**src/rtl/mem_pkg.sv**
```systemverilog
// 16-bit aligned words only; address bit 0 ignored; MEM_LATENCY must be at least 1
package mem_pkg;

    ////////////////////////////////////////////////////////////
    // Data widths
    ////////////////////////////////////////////////////////////

    typedef logic [15:0] word_t;      // Data word or byte address
    typedef logic [3:0]  reg_idx_t;   // Register file index
    typedef logic [7:0]  word_idx_t;  // Word index into data memory

    ////////////////////////////////////////////////////////////
    // Memory system
    ////////////////////////////////////////////////////////////

    localparam int MEM_WORDS   = 256;  // Words in data memory
    localparam int MEM_LATENCY = 4;    // Accept to response, in cycles

    // Response countdown, wide enough for MEM_LATENCY
    typedef logic [$clog2(MEM_LATENCY + 1) - 1:0] lat_cnt_t;

    localparam logic [1:0] RESP_OKAY = 2'b00;  // AXI OKAY response

    ////////////////////////////////////////////////////////////
    // Stack pointer
    ////////////////////////////////////////////////////////////

    localparam word_t SP_STEP = 16'd2;  // Bytes moved by call and ret

    // Memory stage bus sequencer
    typedef enum logic [1:0] {
        IDLE,  // No request, ops may pass
        ADDR,  // Address and write data phase
        RESP   // Waiting on B or R
    } axi_state_t;

endpackage

```
**src/rtl/mem_unit.sv**
```systemverilog
// Execute side holds inputs steady while stall is high; a set mem_write takes priority over mem_read
`timescale 1ns/100ps

module mem_unit import mem_pkg::*; (
    input  logic       clk,
    input  logic       rst,
    // Execute side
    input  logic       ex_valid,
    input  logic       call,
    input  logic       reg_write,
    input  logic       mem_write,
    input  logic       mem_read,
    input  logic       mem_to_reg,
    input  reg_idx_t   reg_rd,
    input  word_t      alu_result,
    input  word_t      store_data,   // PC during call
    input  logic       ret_future,
    input  logic       halt,
    output logic       stall,
    // AXI4-Lite master
    output word_t      awaddr,
    output logic       awvalid,
    input  logic       awready,
    output word_t      wdata,
    output logic       wvalid,
    input  logic       wready,
    input  logic [1:0] bresp,
    input  logic       bvalid,
    output logic       bready,
    output word_t      araddr,
    output logic       arvalid,
    input  logic       arready,
    input  word_t      rdata,
    input  logic [1:0] rresp,
    input  logic       rvalid,
    output logic       rready,
    // Toward writeback
    output logic       mw_valid,
    output logic       mw_reg_write,
    output logic       mw_mem_to_reg,
    output reg_idx_t   mw_reg_rd,
    output word_t      mw_alu_result,
    output word_t      mw_read_data,
    output logic       mw_ret_future,
    output logic       mw_halt
);

    axi_state_t state, state_nxt;
    word_t      mem_addr;
    logic       mem_op, is_store;
    logic       aw_done, w_done;  // Channel already transferred this op
    logic       aw_fire, w_fire, ar_fire, resp_fire, resp_ok;

    ////////////////////////////////////////////////////////////
    // Stack pointer muxes
    ////////////////////////////////////////////////////////////

    assign mem_addr      = ret_future ? alu_result + SP_STEP : alu_result;  // Ret pops above SP
    assign mw_alu_result = call ? alu_result - SP_STEP : alu_result;        // Call pushes below

    assign mem_op   = mem_write | mem_read;
    assign is_store = mem_write;

    ////////////////////////////////////////////////////////////
    // Bus signals
    ////////////////////////////////////////////////////////////

    assign awaddr  = mem_addr;
    assign araddr  = mem_addr;
    assign wdata   = store_data;
    assign awvalid = (state == ADDR) && is_store && !aw_done;
    assign wvalid  = (state == ADDR) && is_store && !w_done;
    assign arvalid = (state == ADDR) && !is_store;
    assign bready  = (state == RESP) && is_store;
    assign rready  = (state == RESP) && !is_store;

    assign aw_fire   = awvalid && awready;
    assign w_fire    = wvalid && wready;
    assign ar_fire   = arvalid && arready;
    assign resp_fire = (bvalid && bready) || (rvalid && rready);
    assign resp_ok   = is_store ? (bresp == RESP_OKAY) : (rresp == RESP_OKAY);

    // Sequencer
    always_comb begin
        state_nxt = state;
        case (state)
            IDLE: if (ex_valid && mem_op) state_nxt = ADDR;
            ADDR: begin
                if (is_store) begin
                    if ((aw_done || aw_fire) && (w_done || w_fire))
                        state_nxt = RESP;  // Both AW and W gone
                end else if (ar_fire) begin
                    state_nxt = RESP;
                end
            end
            RESP: if (resp_fire) state_nxt = IDLE;
            default: state_nxt = IDLE;
        endcase
    end

    always_ff @(posedge clk) begin
        if (rst) begin
            state   <= IDLE;
            aw_done <= 1'b0;
            w_done  <= 1'b0;
        end else begin
            state <= state_nxt;
            if (state != ADDR) begin  // Flags only live in ADDR
                aw_done <= 1'b0;
                w_done  <= 1'b0;
            end else begin
                aw_done <= aw_done | aw_fire;
                w_done  <= w_done | w_fire;
            end
        end
    end

    ////////////////////////////////////////////////////////////
    // Stall and pipe to pipe
    ////////////////////////////////////////////////////////////

    // Memory op stalls from first cycle until its response lands
    assign stall    = (state == IDLE) ? (ex_valid && mem_op) : !resp_fire;
    assign mw_valid = ex_valid && ((state == IDLE) ? !mem_op : resp_fire);

    // Faulting access leaves the register file alone
    assign mw_reg_write  = reg_write && (!mem_op || resp_ok);
    assign mw_mem_to_reg = mem_to_reg;
    assign mw_reg_rd     = reg_rd;
    assign mw_read_data  = rdata;  // Held by memory until R transfer
    assign mw_ret_future = ret_future;
    assign mw_halt       = halt;

endmodule

```
**src/rtl/data_memory.sv**
```systemverilog
// One request at a time, response exactly MEM_LATENCY cycles after accept; contents survive reset
`timescale 1ns/100ps

module data_memory import mem_pkg::*; (
    input  logic       clk,
    input  logic       rst,
    // Write address and data
    input  word_t      awaddr,
    input  logic       awvalid,
    output logic       awready,
    input  word_t      wdata,
    input  logic       wvalid,
    output logic       wready,
    // Write response
    output logic [1:0] bresp,
    output logic       bvalid,
    input  logic       bready,
    // Read address and data
    input  word_t      araddr,
    input  logic       arvalid,
    output logic       arready,
    output word_t      rdata,
    output logic [1:0] rresp,
    output logic       rvalid,
    input  logic       rready
);

    word_t     mem [MEM_WORDS];  // Word organized storage
    logic      pending;          // Request accepted, response not yet taken
    logic      pend_write;       // Pending op is a store
    lat_cnt_t  cnt;              // Cycles left until response
    logic      wr_acc, rd_acc;
    word_idx_t wr_idx, rd_idx;

    ////////////////////////////////////////////////////////////
    // Request acceptance
    ////////////////////////////////////////////////////////////

    // Store needs AW and W together; store wins over load
    assign wr_acc = !pending && awvalid && wvalid;
    assign rd_acc = !pending && arvalid && !wr_acc;

    assign awready = wr_acc;
    assign wready  = wr_acc;
    assign arready = rd_acc;

    assign wr_idx = awaddr[8:1];  // Byte address to word index
    assign rd_idx = araddr[8:1];

    ////////////////////////////////////////////////////////////
    // Response timing
    ////////////////////////////////////////////////////////////

    assign bvalid = pending && pend_write && (cnt == '0);
    assign rvalid = pending && !pend_write && (cnt == '0);
    assign bresp  = RESP_OKAY;  // No error responses
    assign rresp  = RESP_OKAY;

    always_ff @(posedge clk) begin
        if (rst) begin
            pending    <= 1'b0;
            pend_write <= 1'b0;
            cnt        <= '0;
        end else if (wr_acc || rd_acc) begin
            pending    <= 1'b1;
            pend_write <= wr_acc;
            cnt        <= lat_cnt_t'(MEM_LATENCY - 1);  // Count from the cycle after accept
        end else if (pending) begin
            if (cnt != '0)
                cnt <= cnt - 1'b1;
            else if ((bvalid && bready) || (rvalid && rready))
                pending <= 1'b0;  // Response taken, free again
        end
    end

    // Array and read data, no reset
    always_ff @(posedge clk) begin
        if (wr_acc)
            mem[wr_idx] <= wdata;  // Write lands on accept
        if (rd_acc)
            rdata <= mem[rd_idx];  // Held until R transfer
    end

endmodule

```
**src/rtl/mem_wb_stage.sv**
```systemverilog
// No back-pressure; halted clears only on reset
`timescale 1ns/100ps

module mem_wb_stage import mem_pkg::*; (
    input  logic     clk,
    input  logic     rst,
    // From memory stage
    input  logic     mw_valid,
    input  logic     mw_reg_write,
    input  logic     mw_mem_to_reg,
    input  reg_idx_t mw_reg_rd,
    input  word_t    mw_alu_result,
    input  word_t    mw_read_data,
    input  logic     mw_ret_future,
    input  logic     mw_halt,
    // To register file
    output logic     wb_valid,
    output logic     wb_reg_write,
    output reg_idx_t wb_reg_rd,
    output word_t    wb_data,
    output logic     wb_ret_future,
    output logic     halted
);

    ////////////////////////////////////////////////////////////
    // Control, cleared on reset
    ////////////////////////////////////////////////////////////

    always_ff @(posedge clk) begin
        if (rst) begin
            wb_valid     <= 1'b0;
            wb_reg_write <= 1'b0;
            halted       <= 1'b0;
        end else begin
            wb_valid     <= mw_valid;
            wb_reg_write <= mw_valid && mw_reg_write;  // No stale writes between ops
            if (mw_valid && mw_halt)
                halted <= 1'b1;  // Sticky
        end
    end

    // Payload, loaded per strobe
    always_ff @(posedge clk) begin
        if (mw_valid) begin
            wb_reg_rd     <= mw_reg_rd;
            wb_ret_future <= mw_ret_future;
            wb_data       <= mw_mem_to_reg ? mw_read_data : mw_alu_result;  // WB mux
        end
    end

endmodule

```
**src/rtl/mem_subsystem.sv**
```systemverilog
// Execute side must hold its inputs while stall is high
`timescale 1ns/100ps

module mem_subsystem import mem_pkg::*; (
    input  logic     clk,
    input  logic     rst,
    // Execute side
    input  logic     ex_valid,
    input  logic     call,
    input  logic     reg_write,
    input  logic     mem_write,
    input  logic     mem_read,
    input  logic     mem_to_reg,
    input  reg_idx_t reg_rd,
    input  word_t    alu_result,
    input  word_t    store_data,
    input  logic     ret_future,
    input  logic     halt,
    output logic     stall,
    // Writeback
    output logic     wb_valid,
    output logic     wb_reg_write,
    output reg_idx_t wb_reg_rd,
    output word_t    wb_data,
    output logic     wb_ret_future,
    output logic     halted
);

    // AXI4-Lite link
    word_t      awaddr, wdata, araddr, rdata;
    logic       awvalid, awready, wvalid, wready, bvalid, bready;
    logic       arvalid, arready, rvalid, rready;
    logic [1:0] bresp, rresp;

    // MEM/WB link
    logic       mw_valid, mw_reg_write, mw_mem_to_reg, mw_ret_future, mw_halt;
    reg_idx_t   mw_reg_rd;
    word_t      mw_alu_result, mw_read_data;

    mem_unit u_mem_unit (
        .clk, .rst,
        .ex_valid, .call, .reg_write, .mem_write, .mem_read, .mem_to_reg,
        .reg_rd, .alu_result, .store_data, .ret_future, .halt, .stall,
        .awaddr, .awvalid, .awready, .wdata, .wvalid, .wready,
        .bresp, .bvalid, .bready,
        .araddr, .arvalid, .arready, .rdata, .rresp, .rvalid, .rready,
        .mw_valid, .mw_reg_write, .mw_mem_to_reg, .mw_reg_rd,
        .mw_alu_result, .mw_read_data, .mw_ret_future, .mw_halt
    );

    data_memory u_data_memory (
        .clk, .rst,
        .awaddr, .awvalid, .awready, .wdata, .wvalid, .wready,
        .bresp, .bvalid, .bready,
        .araddr, .arvalid, .arready, .rdata, .rresp, .rvalid, .rready
    );

    mem_wb_stage u_mem_wb_stage (
        .clk, .rst,
        .mw_valid, .mw_reg_write, .mw_mem_to_reg, .mw_reg_rd,
        .mw_alu_result, .mw_read_data, .mw_ret_future, .mw_halt,
        .wb_valid, .wb_reg_write, .wb_reg_rd, .wb_data, .wb_ret_future, .halted
    );

endmodule

```
**config.mk**
```make
export PLATFORM = sky130hd
export DESIGN_NAME = mem_subsystem
export DESIGN_NICKNAME = d
export VERILOG_FILES = /design/src/rtl/mem_pkg.sv /design/src/rtl/mem_unit.sv /design/src/rtl/data_memory.sv /design/src/rtl/mem_wb_stage.sv /design/src/rtl/mem_subsystem.sv
export SDC_FILE = /design/constraint.sdc
export NUM_CORES = 2
export LEC_CHECK = 0
export ABC_CLOCK_PERIOD_IN_PS = 6750
export BUFFER_PORTS_ARGS = -buffer_cell sky130_fd_sc_hd__clkbuf_2
export CAP_MARGIN = 40
export CORE_UTILIZATION = 48
export DETAILED_ROUTE_END_ITERATION = 8
export HOLD_SLACK_MARGIN = 0.02
export MAX_ROUTING_LAYER = met4
export PLACE_DENSITY = 0.6
export REMOVE_ABC_BUFFERS = 1
export SKIP_LAST_GASP = 1
export SYNTH_ARGS = -nofsm -noshare
export SYNTH_HDL_FRONTEND = slang
export SYNTH_SLANG_ARGS = --single-unit
```
**constraint.sdc**
```tcl
create_clock -name clk -period 6.75 [get_ports clk]
set_clock_uncertainty 0.1 [all_clocks]
set_input_delay 0.675 -clock clk [delete_from_list [all_inputs] [get_ports clk]]
set_output_delay 0.675 -clock clk [all_outputs]
set_load 0.1 [all_outputs]
```
==> metrics.cfg <==
[routing]
drtAntennaViolNets=0
dr_total_vias=78700
initialDrtViolationCount=10400
wl_mm=430
vias_per_cell=6.33
dr.pass1.iters=6
wl_per_cell_um=34.6
drc=0

[worst_setup_path]
critPathLaunchType=input port
r2r-end=u_data_memory.mem[161][9]
path_cells=clkbuf_2 -> nand4_1 -> xor2_4 -> nor2_4 -> buf_4 -> buf_12 -> a22oi_1 -> a21oi_1 -> o41ai_1 -> buf_4 -> nand4_1
critPathRequiredTime_ns=7.35
r2r_start=u_mem_unit.state[0]
path_delay_family=compound AO/OA/AOI/OAI gates
path_class=input port to flop
cp.buffers_inverters=4
cpMaxStageDelayCell=xor2_4
ff2ff_setup_slack_ns=3.14
cp-end-kind=flop
rr_worst_depth=7
path_max_fanout=58
cp_slowest_stage_delay_ns=0.92
cp.arrival_ns=5.52

[synthesis]
synth_cell_types=64
synthCells=7091
synth.top_cell.area_share_pct=78.6
synth_area_leaders=edfxtp_1 79%, mux4_2 15%, a22oi_1 1.9%
yosysMostFrequentCell=edfxtp_1
synth_edf_count=4133
synth.avg_cell_area_sq_um=22.3
async_flop_share_pct=0
ys.flop_type=edfxtp_1
syn_area_sq_mm=0.158
synth_warnings=0
seq_area_frac_synth_pct=78.7
synthTopCellsByCount=4133 x edfxtp_1, 1017 x mux4_2, 405 x a22oi_1, 298 x nor2_1, 246 x a21oi_1
synth_top_cell_by_area=edfxtp_1
synth_seq_cells=4145

[cts]
htreeDepth=5
cts_buffers=420
cts_tree=done
clk_latency_ns=0.96
clk_pin_slew_ns=0.06
cts_sinks=4145
post_cts_buffers=0
root_buffer=clkbuf_16
cts_buffer_depth=4

[placed_design]
place_congestion=0.873
dp_hpwl_mm=260
port_buffers=70

[global_routing]
grt_remaining_overflow=0
grt_start_max_net_pins=182
antenna_found_initial=30
grt_pass1_wl_mm=606
track_usage_pct=26.7
grt_pass1_vias=77900

[sta]
slew_headroom_pct=19.7
setup-tns-final_ns=0
rsz0062_at_grt=no
drv_slew=0
timing.final.hold_violations=0
tightest_slew_ns=1.20
fmax_ghz=0.203
setup_violations=0
period_share_pct=72.9
holdWs_ns=0.0736
min_period_ns=4.92

[min_path]
min_to=u_data_memory.mem[47][5]
hp-class=input port to flop
min_path_cells=1
hold_start=store_data[5]

[die]
die_h_um=576
die_w_um=576
ios=71
die_area_sq_mm=0.331
core_sq_mm=0.327
rows=210
start_util_pct=48.2

[finish]
seqCellArea_sq_mm=0.124
multi_input_area_sq_mm=0.0320
syn2layout_area_growth_pct=14.6
layout.nets=7785
drive_above_1_share_pct=28.5
n_fill_cell=24500

[power_and_ir_drop]
power_leakage_nw=56.5
power_density_mw_per_mm2=306
vdd_drop_max_uv=228

[run_status]
status=completed

[job]
cap_violations=0

-- registers in the layout, summed over array words and instances (netlist names) --
name                          flops
u_data_memory.cnt                 3
u_mem_wb_stage.wb_ret_future      1
u_mem_wb_stage.wb_data           16
u_data_memory.pending             1
u_data_memory.pend_write          1
u_data_memory.mem              4096
u_mem_wb_stage.halted             1
u_mem_wb_stage.wb_valid           1
u_data_memory.rdata              16
u_mem_unit.aw_done                1
u_mem_wb_stage.wb_reg_rd          4
u_mem_wb_stage.wb_reg_write       1
u_mem_unit.state                  2
u_mem_unit.w_done                 1
-- cells in the final DEF (no fill, tap or decap), types with 14 or more instances in the layout --
cell,instances
mux2i_1,34
mux4_2,1017
a211oi_1,14
o21ai_0,14
nor4_1,17
nor3_1,14
nand2_1,192
clkbuf_16,424
bufinv_16,38
a22oi_1,405
nand4_1,18
a21oi_1,245
nand3_1,19
clkinv_2,73
buf_12,54
and3_1,23
clkbuf_1,87
buf_8,20
clkinv_1,110
buf_4,480
clkbuf_2,56
o41ai_2,14
nor2_2,19
diode_2,16
o41ai_1,30
nor2_1,274
edfxtp_1,4133
-- where the power goes --
group          leakage [nW]  switching [mW]  internal, mW  total [mW]
clock                  6.48            9.72          13.0        22.7
sequential             37.2          0.0221          28.4        28.4
combinational          12.7            2.66          1.60        4.26
-- worst max-delay path by stage --
| stage | startpoint | end | cells after the start |
|---|---|---|---|
| 2_1_floorplan | alu_result[1] | u_data_memory.rdata[14] | 7 |
| 3_3_place_gp | ret_future | u_data_memory.rdata[0] | 9 |
| 3_5_place_dp | ret_future | u_data_memory.rdata[10] | 11 |
| 4_1_cts | ret_future | u_data_memory.rdata[10] | 11 |
| 5_1_grt | ret_future | u_data_memory.rdata[15] | 10 |
| 6_report | ret_future | u_data_memory.rdata[2] | 11 |
-- per-stage QoR --
stage	cell area, sq um	total power [mW]	std cells	utilization, %	setup WS (ns)
after global placement	167000	33.1	11600	51.0	0.645
after CTS	181000	55.7	12400	55.3	1.91
after global routing	181000	56.8	12400	55.3	2.06
final	181000	55.3	12400	55.3	1.83
after floorplan	156000	34.5	6665	-	-48.44
after detailed placement	168000	33.2	11600	51.2	0.932
-- routing by layer --
layer	vias up	GRT usage, %	part of all wire, %
met5	-	-	0
met4	0	10.0	4.1
met1	42600	36.9	40
met2	3844	40.9	48
li1	31600	-	-
met3	688	3.85	8.1
-- kinds of logic after synthesis --
| family | after synthesis | share of synthesized area, % |
|---|---|---|
| flip-flops | 4145 | 78.7 |
| multiplexers | 1055 | 14.7 |
| AO/OA/AOI/OAI | 803 | 3.43 |
| AND/OR/NAND/NOR | 628 | 1.67 |
| buffers and inverters | 434 | 1.23 |
| XOR/XNOR | 22 | 0.136 |
| adder cells (fa/ha/maj) | 4 | 0.0317 |
-- cell type report --
type | count | share of cell area [%]
clock buffer | 511 | 6.04
multi-input combinational | 2512 | 17.7
inverter | 8 | 0.0166
antenna | 16 | 0.0221
tap | 4346 | 3.00
timing repair buffer | 648 | 3.23
clock inverter | 257 | 1.29
sequential | 4145 | 68.7
-- what timing repair did --
action | CTS | global route
hold buffers | 13 | 0
hold endpoints to repair | 32 | 0
gates resized for setup | 0 | 0
No activity file was read; power rests on OpenSTA's default activity.
